[src/rtl/vtb_pkg.sv]
package vtb_pkg;

	// AXI4-Lite master to slave
	typedef struct packed {
		logic [7:0]		awaddr;
		logic			awvalid;
		logic [31:0]	wdata;
		logic [3:0]		wstrb;		// Byte lanes
		logic			wvalid;
		logic			bready;
		logic [7:0]		araddr;
		logic			arvalid;
		logic			rready;
	} axil_req_t;

	// AXI4-Lite slave to master
	typedef struct packed {
		logic			awready;
		logic			wready;
		logic			bvalid;
		logic [1:0]		bresp;
		logic			arready;
		logic			rvalid;
		logic [31:0]	rdata;
		logic [1:0]		rresp;
	} axil_rsp_t;

	// Held control registers
	typedef struct packed {
		logic			tg_run;		// Timing generator run
		logic			tpg_run;	// Pattern generator run
		logic			tpg_ramp;	// Ramp instead of bars
		logic [15:0]	h_act;		// Active clocks per line
		logic [15:0]	h_tot;		// Total clocks per line
		logic [15:0]	v_act;		// Active lines
		logic [15:0]	v_tot;		// Total lines
	} vtb_ctl_t;

	typedef struct packed {
		logic	vs;
		logic	hs;
		logic	de;
	} vtb_sync_t;

	// Lines in the upper half, as REG_MON reads it
	typedef struct packed {
		logic [15:0]	lin;	// Lines per frame
		logic [15:0]	pix;	// Beats per line
	} vtb_mon_t;

	localparam logic [7:0] REG_CTL		= 8'h00;
	localparam logic [7:0] REG_H_ACT	= 8'h04;
	localparam logic [7:0] REG_H_TOT	= 8'h08;
	localparam logic [7:0] REG_V_ACT	= 8'h0C;
	localparam logic [7:0] REG_V_TOT	= 8'h10;
	localparam logic [7:0] REG_MON		= 8'h14;	// Read only

	localparam int CTL_TG_RUN	= 0;
	localparam int CTL_TPG_RUN	= 1;
	localparam int CTL_TPG_RAMP	= 2;

	localparam logic [1:0] AXI_OKAY = 2'b00;

	localparam int HS_OFS		= 2;	// Clocks from end of active to hsync
	localparam int HS_WIDTH		= 4;
	localparam int VS_LINE_OFS	= 1;	// Lines from end of active to vsync line
	localparam int BAR_SHIFT	= 4;	// 16 pixel bars

endpackage

[src/rtl/vtb_ctl.sv]
`timescale 1ns/1ps

module vtb_ctl
	import vtb_pkg::*;
(
	input  logic		rst_from_vid_rst,	// Clock
	input  logic		VID_CLK_IN,			// Reset
	input  axil_req_t	axil_req,			// Host side
	output axil_rsp_t	axil_rsp,
	output vtb_ctl_t	ctl,				// Held registers
	input  vtb_mon_t	mon					// Monitor results
);

	logic			wr_rdy;		// Shared awready and wready pulse
	logic			bvalid;
	logic			rd_rdy;		// arready pulse
	logic			rvalid;
	logic [31:0]	rdata;
	logic [31:0]	rd_mux;
	logic			wr_hs;
	logic			rd_hs;

	// Byte lane update of a 16 bit register
	function automatic logic [15:0] wr16(
		input logic [15:0]	cur,
		input logic [31:0]	dat,
		input logic [1:0]	strb
	);
		logic [15:0] res;
		res = cur;
		if (strb[0])
			res[7:0] = dat[7:0];
		if (strb[1])
			res[15:8] = dat[15:8];
		return res;
	endfunction

	assign wr_hs = wr_rdy && axil_req.awvalid && axil_req.wvalid;
	assign rd_hs = rd_rdy && axil_req.arvalid;

	// Write address, data and response
	always_ff @(posedge rst_from_vid_rst or posedge VID_CLK_IN)
	begin
		if (VID_CLK_IN)
		begin
			wr_rdy <= 1'b0;
			bvalid <= 1'b0;
		end
		else
		begin
			// Single cycle pulse, blocked while a response waits
			wr_rdy <= axil_req.awvalid && axil_req.wvalid && !bvalid && !wr_rdy;
			if (wr_hs)
				bvalid <= 1'b1;
			else if (axil_req.bready)
				bvalid <= 1'b0;		// Response taken
		end
	end

	// Register file
	always_ff @(posedge rst_from_vid_rst or posedge VID_CLK_IN)
	begin
		if (VID_CLK_IN)
			ctl <= '0;
		else if (wr_hs)
		begin
			case (axil_req.awaddr)
				REG_CTL:
				begin
					if (axil_req.wstrb[0])
					begin
						ctl.tg_run   <= axil_req.wdata[CTL_TG_RUN];
						ctl.tpg_run  <= axil_req.wdata[CTL_TPG_RUN];
						ctl.tpg_ramp <= axil_req.wdata[CTL_TPG_RAMP];
					end
				end
				REG_H_ACT:	ctl.h_act <= wr16(ctl.h_act, axil_req.wdata, axil_req.wstrb[1:0]);
				REG_H_TOT:	ctl.h_tot <= wr16(ctl.h_tot, axil_req.wdata, axil_req.wstrb[1:0]);
				REG_V_ACT:	ctl.v_act <= wr16(ctl.v_act, axil_req.wdata, axil_req.wstrb[1:0]);
				REG_V_TOT:	ctl.v_tot <= wr16(ctl.v_tot, axil_req.wdata, axil_req.wstrb[1:0]);
				default: ;	// Monitor and holes ignore writes
			endcase
		end
	end

	// Read select
	always_comb
	begin
		rd_mux = '0;	// Holes read zero
		case (axil_req.araddr)
			REG_CTL:
			begin
				rd_mux[CTL_TG_RUN]   = ctl.tg_run;
				rd_mux[CTL_TPG_RUN]  = ctl.tpg_run;
				rd_mux[CTL_TPG_RAMP] = ctl.tpg_ramp;
			end
			REG_H_ACT:	rd_mux[15:0] = ctl.h_act;
			REG_H_TOT:	rd_mux[15:0] = ctl.h_tot;
			REG_V_ACT:	rd_mux[15:0] = ctl.v_act;
			REG_V_TOT:	rd_mux[15:0] = ctl.v_tot;
			REG_MON:	rd_mux = mon;	// Lines high, pixels low
			default: ;
		endcase
	end

	// Read address and data handshake
	always_ff @(posedge rst_from_vid_rst or posedge VID_CLK_IN)
	begin
		if (VID_CLK_IN)
		begin
			rd_rdy <= 1'b0;
			rvalid <= 1'b0;
		end
		else
		begin
			rd_rdy <= axil_req.arvalid && !rvalid && !rd_rdy;
			if (rd_hs)
				rvalid <= 1'b1;
			else if (axil_req.rready)
				rvalid <= 1'b0;
		end
	end

	// Read data
	always_ff @(posedge rst_from_vid_rst)
	begin
		if (rd_hs)
			rdata <= rd_mux;
	end

	always_comb
	begin
		axil_rsp         = '0;
		axil_rsp.awready = wr_rdy;
		axil_rsp.wready  = wr_rdy;
		axil_rsp.bvalid  = bvalid;
		axil_rsp.bresp   = AXI_OKAY;
		axil_rsp.arready = rd_rdy;
		axil_rsp.rvalid  = rvalid;
		axil_rsp.rdata   = rdata;
		axil_rsp.rresp   = AXI_OKAY;
	end

	// Responses stay up until the host takes them
	a_bvalid_hold: assert property (@(posedge rst_from_vid_rst) disable iff (VID_CLK_IN)
		bvalid && !axil_req.bready |=> bvalid)
		else $error("bvalid dropped without bready");

	a_rvalid_hold: assert property (@(posedge rst_from_vid_rst) disable iff (VID_CLK_IN)
		rvalid && !axil_req.rready |=> rvalid && $stable(rdata))
		else $error("rvalid or rdata changed without rready");

endmodule

[src/rtl/vtb_tg.sv]
`timescale 1ns/1ps

module vtb_tg
	import vtb_pkg::*;
(
	input  logic		rst_from_vid_rst,	// Clock
	input  logic		VID_CLK_IN,			// Reset
	input  vtb_ctl_t	ctl,				// Raster and run
	output vtb_sync_t	sync				// Registered timing
);

	logic [15:0]	h_cnt;		// Clock in line
	logic [15:0]	v_cnt;		// Line in frame
	logic			h_end;
	logic			v_end;
	logic [16:0]	hs_beg;		// First hsync clock
	logic [16:0]	hs_end;		// First clock after hsync
	logic [16:0]	vs_lin;		// Vsync line

	// Greater or equal so a shrunk raster still wraps
	assign h_end = (h_cnt >= ctl.h_tot - 16'd1);
	assign v_end = (v_cnt >= ctl.v_tot - 16'd1);

	// One bit wider against overflow near the top of the range
	assign hs_beg = {1'b0, ctl.h_act} + 17'(HS_OFS);
	assign hs_end = hs_beg + 17'(HS_WIDTH);
	assign vs_lin = {1'b0, ctl.v_act} + 17'(VS_LINE_OFS);

	// Counters
	always_ff @(posedge rst_from_vid_rst or posedge VID_CLK_IN)
	begin
		if (VID_CLK_IN)
		begin
			h_cnt <= '0;
			v_cnt <= '0;
		end
		else if (!ctl.tg_run)
		begin
			h_cnt <= '0;	// Parked at frame start
			v_cnt <= '0;
		end
		else
		begin
			if (h_end)
			begin
				h_cnt <= '0;
				if (v_end)
					v_cnt <= '0;
				else
					v_cnt <= v_cnt + 16'd1;
			end
			else
				h_cnt <= h_cnt + 16'd1;
		end
	end

	// Sync decode, one cycle behind the counters
	always_ff @(posedge rst_from_vid_rst or posedge VID_CLK_IN)
	begin
		if (VID_CLK_IN)
			sync <= '0;
		else
		begin
			sync.de <= ctl.tg_run && (h_cnt < ctl.h_act) && (v_cnt < ctl.v_act);
			sync.hs <= ctl.tg_run && ({1'b0, h_cnt} >= hs_beg) && ({1'b0, h_cnt} < hs_end);
			sync.vs <= ctl.tg_run && ({1'b0, v_cnt} == vs_lin);	// Whole line
		end
	end

	// Counter inside the programmed line length
	a_h_range: assert property (@(posedge rst_from_vid_rst) disable iff (VID_CLK_IN)
		ctl.tg_run && $stable(ctl.h_tot) |-> h_cnt < ctl.h_tot)
		else $error("h_cnt outside h_tot");

endmodule

[src/rtl/vtb_tpg.sv]
`timescale 1ns/1ps

module vtb_tpg
	import vtb_pkg::*;
#(
	parameter int P_PPC = 2,	// Pixels per clock
	parameter int P_BPC = 8		// Bits per component
)
(
	input  logic						rst_from_vid_rst,	// Clock
	input  logic						VID_CLK_IN,			// Reset
	input  vtb_ctl_t					ctl,
	input  vtb_sync_t					sync_in,			// From timing generator
	output vtb_sync_t					sync_out,			// One stage later
	output logic [P_PPC*P_BPC-1:0]		vid_r,
	output logic [P_PPC*P_BPC-1:0]		vid_g,
	output logic [P_PPC*P_BPC-1:0]		vid_b
);

	logic [15:0]				x_cnt;	// Active clocks so far in line
	logic [31:0]				idx;	// Pixel index
	logic [2:0]					bar;
	logic [P_PPC*P_BPC-1:0]		pix_r;
	logic [P_PPC*P_BPC-1:0]		pix_g;
	logic [P_PPC*P_BPC-1:0]		pix_b;

	// Pixels of the current clock
	always_comb
	begin
		pix_r = '0;		// Black when stopped or blanked
		pix_g = '0;
		pix_b = '0;
		idx   = '0;
		bar   = '0;
		for (int k = 0; k < P_PPC; k++)
		begin
			idx = 32'(x_cnt) * P_PPC + k;
			bar = 3'(idx >> BAR_SHIFT);
			if (ctl.tpg_run && sync_in.de)
			begin
				if (ctl.tpg_ramp)
				begin
					pix_r[k*P_BPC +: P_BPC] = idx[P_BPC-1:0];	// Wraps at full scale
					pix_g[k*P_BPC +: P_BPC] = idx[P_BPC-1:0];
					pix_b[k*P_BPC +: P_BPC] = idx[P_BPC-1:0];
				end
				else
				begin
					// White yellow cyan green magenta red blue black
					pix_r[k*P_BPC +: P_BPC] = {P_BPC{~bar[1]}};
					pix_g[k*P_BPC +: P_BPC] = {P_BPC{~bar[2]}};
					pix_b[k*P_BPC +: P_BPC] = {P_BPC{~bar[0]}};
				end
			end
		end
	end

	always_ff @(posedge rst_from_vid_rst or posedge VID_CLK_IN)
	begin
		if (VID_CLK_IN)
		begin
			x_cnt    <= '0;
			sync_out <= '0;
			vid_r    <= '0;
			vid_g    <= '0;
			vid_b    <= '0;
		end
		else
		begin
			if (sync_in.de)
				x_cnt <= x_cnt + 16'd1;
			else
				x_cnt <= '0;	// Restart in blanking
			sync_out <= sync_in;
			vid_r    <= pix_r;	// Aligned with delayed de
			vid_g    <= pix_g;
			vid_b    <= pix_b;
		end
	end

	a_blank_black: assert property (@(posedge rst_from_vid_rst) disable iff (VID_CLK_IN)
		!sync_out.de |-> (vid_r == '0) && (vid_g == '0) && (vid_b == '0))
		else $error("Colour outside active video");

endmodule

[src/rtl/vtb_mon.sv]
`timescale 1ns/1ps

module vtb_mon
	import vtb_pkg::*;
(
	input  logic		rst_from_vid_rst,	// Clock
	input  logic		VID_CLK_IN,			// Reset
	input  logic		sof,				// Start of frame
	input  logic		eol,				// End of line
	input  logic		vld,				// Beat valid
	output vtb_mon_t	mon					// Latched results
);

	logic [15:0]	pix_cnt;	// Beats in current line
	logic [15:0]	lin_cnt;	// Lines since last sof

	// Pixels per line
	always_ff @(posedge rst_from_vid_rst or posedge VID_CLK_IN)
	begin
		if (VID_CLK_IN)
		begin
			pix_cnt <= '0;
			mon.pix <= '0;
		end
		else if (vld)
		begin
			if (eol)
			begin
				mon.pix <= pix_cnt + 16'd1;		// Including the eol beat
				pix_cnt <= '0;
			end
			else
				pix_cnt <= pix_cnt + 16'd1;
		end
	end

	// Lines per frame
	always_ff @(posedge rst_from_vid_rst or posedge VID_CLK_IN)
	begin
		if (VID_CLK_IN)
		begin
			lin_cnt <= '0;
			mon.lin <= '0;
		end
		else if (vld)
		begin
			if (sof)
			begin
				mon.lin <= lin_cnt;		// Finished frame
				lin_cnt <= eol ? 16'd1 : 16'd0;	// Single beat line counts too
			end
			else if (eol)
				lin_cnt <= lin_cnt + 16'd1;
		end
	end

endmodule

[src/rtl/vtb_top.sv]
`timescale 1ns/1ps

module vtb_top
	import vtb_pkg::*;
#(
	parameter int P_PPC = 2,	// Pixels per clock
	parameter int P_BPC = 8		// Bits per component
)
(
	input  logic						rst_from_vid_rst,	// Video clock
	input  logic						VID_CLK_IN,			// Async reset

	// Host
	input  axil_req_t					axil_req,
	output axil_rsp_t					axil_rsp,

	// Stream in
	input  logic						axis_sof,
	input  logic						axis_eol,
	input  logic						axis_vld,
	input  logic [3*P_PPC*P_BPC-1:0]	axis_dat,			// Not inspected

	// Video out
	output vtb_sync_t					vid_sync,
	output logic [P_PPC*P_BPC-1:0]		vid_r,
	output logic [P_PPC*P_BPC-1:0]		vid_g,
	output logic [P_PPC*P_BPC-1:0]		vid_b
);

	vtb_ctl_t	ctl_from_ctl;	// Held registers
	vtb_sync_t	sync_from_tg;
	vtb_mon_t	res_from_mon;	// Stream measurement

	vtb_ctl i_ctl (
		.rst_from_vid_rst	(rst_from_vid_rst),
		.VID_CLK_IN			(VID_CLK_IN),
		.axil_req			(axil_req),
		.axil_rsp			(axil_rsp),
		.ctl				(ctl_from_ctl),
		.mon				(res_from_mon)
	);

	vtb_tg i_tg (
		.rst_from_vid_rst	(rst_from_vid_rst),
		.VID_CLK_IN			(VID_CLK_IN),
		.ctl				(ctl_from_ctl),
		.sync				(sync_from_tg)		// Counters plus one
	);

	// Always on the output, black when stopped
	vtb_tpg #(
		.P_PPC				(P_PPC),
		.P_BPC				(P_BPC)
	) i_tpg (
		.rst_from_vid_rst	(rst_from_vid_rst),
		.VID_CLK_IN			(VID_CLK_IN),
		.ctl				(ctl_from_ctl),
		.sync_in			(sync_from_tg),
		.sync_out			(vid_sync),			// Counters plus two
		.vid_r				(vid_r),
		.vid_g				(vid_g),
		.vid_b				(vid_b)
	);

	vtb_mon i_mon (
		.rst_from_vid_rst	(rst_from_vid_rst),
		.VID_CLK_IN			(VID_CLK_IN),
		.sof				(axis_sof),
		.eol				(axis_eol),
		.vld				(axis_vld),
		.mon				(res_from_mon)
	);

endmodule

[config.mk]
export PLATFORM = sky130hd
export DESIGN_NAME = vtb_top
export DESIGN_NICKNAME = d
export VERILOG_FILES = /design/src/rtl/vtb_pkg.sv /design/src/rtl/vtb_ctl.sv /design/src/rtl/vtb_tg.sv /design/src/rtl/vtb_tpg.sv /design/src/rtl/vtb_mon.sv /design/src/rtl/vtb_top.sv
export SDC_FILE = /design/constraint.sdc
export NUM_CORES = 1
export LEC_CHECK = 0
export BUFFER_PORTS_ARGS = -buffer_cell sky130_fd_sc_hd__buf_2
export CAP_MARGIN = 20
export CORE_MARGIN = 3
export CORE_UTILIZATION = 28
export CTS_CLUSTER_SIZE = 16
export DETAILED_ROUTE_END_ITERATION = 10
export PLACE_DENSITY_LB_ADDON = 0.08
export SLEW_MARGIN = 20
export SYNTH_ARGS = -nofsm -noshare
export SYNTH_HDL_FRONTEND = slang
export SYNTH_SLANG_ARGS = --single-unit
export TNS_END_PERCENT = 50
[constraint.sdc]
create_clock -name rst_from_vid_rst -period 11.4 [get_ports rst_from_vid_rst]
set_input_delay 1.71 -clock rst_from_vid_rst [delete_from_list [all_inputs] [get_ports rst_from_vid_rst]]
set_output_delay 1.71 -clock rst_from_vid_rst [all_outputs]
set_load 0.05 [all_outputs]
Word level (Yosys, flattened, before mapping)
Cells that the tools add are included.
{"block": "word_totals", "word_cells": 130, "reg_bits": 269}
{"block": "classes", "bitwise_logic": 6, "addsub": 11, "reduce_logical": 35, "eq_ne": 11, "magnitude_cmp": 6, "muxes": 28}
{"cell": "2-to-1 mux 16 bit", "n": 9}
{"cell": "2-to-1 mux 8 bit", "n": 12}
{"cell": "adder 16 x 1 -> 16 bit (second input constant)", "n": 5}
{"cell": "one-hot mux 13 bit (5 select lines)", "n": 1}
{"cell": "== test 8 x 4 -> 1 bit (second input constant)", "n": 4}
{"cell": "greater-or-equal comparator 16 bit", "n": 2}
{"cell": "< comparator 16 bit", "n": 2}
{"cell": "subtractor 16 x 1 -> 16 bit (second input constant)", "n": 2}
{"cell": "AND reduction 3 bit", "n": 9}
{"cell": "== test 8 x 5 -> 1 bit (second input constant)", "n": 3}
{"cell": "one-hot mux 3 bit (6 select lines)", "n": 1}
{"cell": "adder 16 x 1 -> 17 bit (second input constant)", "n": 1}
{"cell": "adder 16 x 2 -> 17 bit (second input constant)", "n": 1}
{"cell": "adder 17 x 3 -> 17 bit (second input constant)", "n": 1}
{"cell": "== test 16 x 17 -> 1 bit", "n": 1}
{"cell": "greater-or-equal comparator 16 x 17 -> 1 bit", "n": 1}
{"cell": "< comparator 16 x 17 -> 1 bit", "n": 1}
{"cell": "== test 8 x 3 -> 1 bit (second input constant)", "n": 2}
{"cell": "logical NOT 8 bit", "n": 2}
{"cell": "logical AND 1 bit", "n": 14}
{"cell": "adder 8 x 1 -> 8 bit (second input constant)", "n": 1}
{"cell": "inverter 1 bit", "n": 6}
{"cell": "AND reduction 2 bit", "n": 3}
{"cell": "nonzero test 2 bit", "n": 3}
{"cell": "3 further kinds", "n": 10}

Depth between registers and ports, before layout
{"block": "logic_depth", "depth_word": 5, "ltp_mapped": 15, "depth_no_buf": 14}

Hierarchy
From an unflattened synthesis, not the netlist that was laid out.
{"block": "unflattened", "hier_cells": 1471, "hier_area_um2": 14629.0}
{"module": "vtb_tg", "cells_each": 697, "seq_area_each_um2": 875.8, "n_inst": 1, "area_each_um2": 5532.8}
{"module": "vtb_ctl", "cells_each": 313, "seq_area_each_um2": 2737.6, "n_inst": 1, "area_each_um2": 4549.4}
{"module": "vtb_mon", "cells_each": 331, "seq_area_each_um2": 1601.5, "n_inst": 1, "area_each_um2": 3066.7}
{"module": "vtb_tpg", "cells_each": 130, "seq_area_each_um2": 925.9, "n_inst": 1, "area_each_um2": 1480.2}

Worst setup path before layout
No wires, ideal clock.
{"block": "synth_timing", "path_type": "input-to-reg", "from": "in axil_req[4] (netlist name)", "to": "reg i_ctl.rdata[5], data pin", "arrival_ns": 3.128, "path_slack_ns": 8.011, "path_stages": 5, "path_buffers": 2, "cell_sequence": "clkbuf_1 > buf_1 > mux2i_1 > o21ai_0 > a221o_2"}
{"block": "synth_between", "elab_chain_cells": 2, "elab_cells_between_ends": 6}
{"element": "from (decl)", "line_no": "vtb_top.sv:14", "text": "input axil_req_t axil_req,"}
{"element": "== test 8 x 5 -> 1 bit (tied with other cells)", "line_no": "vtb_ctl.sv:90", "text": "case (axil_req.araddr)"}
{"element": "one-hot mux 13 bit (5 select lines) *", "line_no": "vtb_ctl.sv:90"}
{"element": "via i_ctl.rd_mux[5]", "line_no": "vtb_ctl.sv:19", "text": "logic [31:0] rd_mux;"}
{"element": "to (signal assigned)", "line_no": "vtb_ctl.sv:128", "text": "rdata <= rd_mux;"}
{"element": "to (decl)", "line_no": "vtb_ctl.sv:18", "text": "logic [31:0] rdata;"}
Mark *: on every way through the listed nets, which the timed path passes. The rest lies on a longest branch.
A chain may end at the register's enable or synchronous reset.

Final worst setup path
{"block": "layout_timing", "from": "in axil_req[7] (netlist name)", "to": "reg i_ctl.rdata[3], data pin"}
The elaborated chain is that of the path after synthesis.

==> metrics.md <==
| Metric | Value |
|---|---|
| Status | finished, final reports clean |
| Number of diodes | 0 |
| Met3 routed WL | ~1400 um |
| # nets final | between 1500 and 2000 |
| Sink Count | 239 |
| Slowest stage delay, CP | between 0.8 and 0.9 ns |
| Area contributors post-synth | dfrtp_1 (36%), ha_1 (9.5%), edfxtp_1 (6.8%), mux2_2 (5.5%), xnor2_1 (4.2%) |
| Switching Share | a little under a quarter |
| Sequential-to-total area share from yosys stat | between 40% and 50% |
| Root Buffer | clkbuf_16 |
| First-pass GRT wire length | 65050 um |
| Antenna viol nets, final | 0 |
| Most frequent cells after synthesis | dfrtp_1 (207), nor2_1 (119), nand2_1 (112), ha_1 (108), o21ai_0 (100) |
| Final Critical Period | 4.114 ns |
| Sequential share of power | between 40% and 50% |
| Iter 0 DRT Violations | slightly below 500 |
| Die Y | around 230 um |
| Multi-input gate area | 7383 um2 |
| Required @ worst endpoint | ~12 ns |
| Fraction of layout cells with a size suffix above 1 | around 18% |
| Antenna violations before repair | 1 |
| Worst-margin pin slew | between 1 and 1.5 ns |
| Core Region | between 40000 and 50000 um2 |
| Die width | ~230 um |
| Hold-fix buffers, CTS | 0 |
| Vias per inst | 4.851 |
| M1 WL | approximately 20000 um |
| Cell taking the most area after synthesis | dfrtp_1 |
| CTS max path bufs | 3 |
| Most used DFF post-synth | dfrtp_1 |
| Post-CTS Setup Inserts | 0 |
| Library cells used by synthesis | 75 |
| Worst EP arrival | 4.55 ns |
| Post-synth top area share | a little over a third |
| HP Class | register to register |
| Initial Util | between 20 and 30% |
| Most numerous cell in the Yosys netlist | dfrtp_1 |
| Yosys warnings | 0 |
| Post-CTS resize count | 0 |
| Worst-path clk slew | around 0.060 ns |
| Max-slew violation count | 0 |
| Die ar. | between 50000 and 60000 um2 |
| GR Overflow Total | 0 |
| Max Freq | approximately 240 MHz |
| Site Rows | 81 |
| Ports | about 200 |
| Setup violations, final | 0 |
| Largest net degree at the start of global routing | 73 |
| Routed WL per cell | between 15 and 20 um |
| Met2 Routed Length | between 15000 and 20000 um |
| Port bufs | 131 |
| Crit path kind | primary input to register |
| Worst-Skew Late Latency | about 0.57 ns |
| Clock network power share | between 50% and 60% |
| # fillers | 5077 |
| DRT Pass-1 Iters | 5 |
| FF+latch count, synth | about 240 |
| CTS tree | built |
| Total track usage | 15.50% |
| Setup TNS | 0 ns |
| Peak supply drop | 0.1109 mV |
| Synth Instances | 1430 |
| Hpwl dp | 31300 um |
| Highest routed layer | met4 |
| Crit path max-delay cell type | o21ai_0 |
| Comb pwr share | between 5 and 6% |
| Vias after detailed routing | around 11000 |
| Mapped Area | around 14000 um2 |
| Number of synthesized flops with an enable pin | 32 |
| Switching pwr | approximately 470 uW |
| Routed wire length | 41840 um |
| Maxcap violations | 0 |
| Crit path max fanout | 16 |
| # DRC | 0 |
| Endpoint type of the worst setup path | register |
| Hold Vio Cnt, Final | 0 |
| Clk_skew | a little over 0.01 ns |
| Leakage power | 0.007823 uW |
| Internal power | approximately 1500 uW |
| CP cell instances | buf_2, nor4_1, nand3_1, o21ai_0, a221o_1 |
| Crit start category | primary input |
| Vias in the first global route | 10730 |
| Async S/R FF share, synth | around 87% |
| Fin crit share | a little over a third |
| Syn Area/Cell | between 9 and 10 um2 |
| Number of buffers created by CTS | 30 |
| P per Cell Area | 122.6 nW/um2 |
| Gpl congestion | around 0.77 |
| Slew Limit Headroom | 31.00% |
| H-tree depth | 1 |
| Total Power | approximately 2000 uW |
| Seq. cell area | approximately 6100 um2 |
| Unrepaired setup endpoints after global routing | false |
| Synth-to-layout area growth | 15.51% |
## through the flow
stage | util (%) | cell area [um2] | hold WS (ns) | setup WS, ns | std cells
2_1_floorplan | - | 14220 | 0.3312 | 4.038 | 1433
3_3_place_gp | 30.99 | 15360 | 0.3418 | 6.808 | 2157
3_5_place_dp | 30.99 | 15360 | 0.3363 | 6.819 | 2157
4_1_cts | 33.13 | 16420 | 0.3585 | 7.428 | 2213
5_1_grt | 33.13 | 16420 | 0.3673 | 7.166 | 2213
6_report | 33.13 | 16420 | 0.3570 | 7.286 | 2213
## state kept, by name, indices dropped and copies added, names as in the netlist
register / flops
i_ctl.bvalid: 1
i_ctl.ctl: 67
i_ctl.rd_rdy: 1
i_ctl.rdata: 32
i_ctl.rvalid: 1
i_ctl.wr_rdy: 1
i_mon.lin_cnt: 16
i_mon.mon: 32
i_mon.pix_cnt: 16
i_tg.h_cnt: 16
i_tg.sync: 3
i_tg.v_cnt: 16
i_tpg.sync_out: 3
i_tpg.vid_b: 9
i_tpg.vid_g: 9
i_tpg.vid_r: 9
i_tpg.x_cnt: 7
## worst paths after layout
check / slack [ns] / depth (start not counted) / startpoint / endpoint
worst max-delay path: 7.29 / 5 / axil_req[7] / i_ctl.rdata[3]$_DFFE_PP_
worst min-delay path: 0.36 / 0 / i_tg.sync[2]$_DFF_PP0_ / i_tpg.sync_out[2]$_DFF_PP0_
worst min register to register: 0.36 / 0 / i_tg.sync[2]$_DFF_PP0_ / i_tpg.sync_out[2]$_DFF_PP0_
worst max register to register: 7.56 / 12 / i_ctl.ctl[35]$_DFFE_PP0P_ / i_tg.v_cnt[7]$_DFFE_PP0P_
min in group asynchronous: 1.17 / 2 / VID_CLK_IN / i_tg.h_cnt[0]$_DFF_PP0_
max in group asynchronous: 8.84 / 3 / VID_CLK_IN / i_mon.mon[15]$_DFFE_PP0P_
## layout make-up
| type | instances | share of cell area, % |
|---|---|---|
| multi-input cells | 1041 | 44.97 |
| flip-flops and latches | 239 | 37.41 |
| clock buffers | 47 | 5.518 |
| well taps | 664 | 5.061 |
| repair buffers | 140 | 4.405 |
| inverters | 73 | 1.715 |
| clock inverters | 9 | 0.9222 |
## logic make-up after synthesis
kind of cell             Yosys count  synth area share [%]
flip-flops                       239                 43.21
AO/OA/AOI/OAI                    260                 12.03
AND/OR/NAND/NOR                  468                 16.45
XOR/XNOR                         113                 7.016
other                              1               0.02639
multiplexers                      88                 6.805
buffers and inverters            153                 4.948
adder cells (fa/ha/maj)          108                 9.508
## layer usage
layer,GRT usage (%),vias to the layer above
met3,2.028,59
met4,4.106,0
li1,-,5261
met1,21.50,5253
met5,0,-
met2,25.50,163
## critical path, delay by kind of cell
| family | cells | cell delay (ns) |
|---|---|---|
| AO/OA/AOI/OAI | 2 | 1.07 |
| buffers and inverters | 1 | 0.10 |
| AND/OR/NAND/NOR | 2 | 1.65 |
## power by group through the flow
stage | Clock, uW | Combinational, uW | Sequential (uW)
after global routing | 1070 | 123 | 894
final | 1010 | 111 | 893
after global placement | 0 | 113 | 908
after CTS | 1050 | 114 | 893
after floorplan | 0 | 64.4 | 919
after detailed placement | 0 | 114 | 909
## cell usage in the layout, fill, tap and decap left out, types with 16 or more instances in the layout
master,instances
nor2_1,118
mux2i_1,19
and3_1,30
a21oi_1,26
a21o_1,17
nor3_1,31
dfrtp_1,207
a221o_1,16
ha_1,108
mux2_2,69
clkbuf_16,31
edfxtp_1,32
o21ai_0,100
and2_1,33
inv_1,71
nand4_1,20
nand2_1,112
xor2_1,44
xnor2_1,68
nand3_1,49
buf_2,131
No activity file was read; power rests on OpenSTA's default activity.
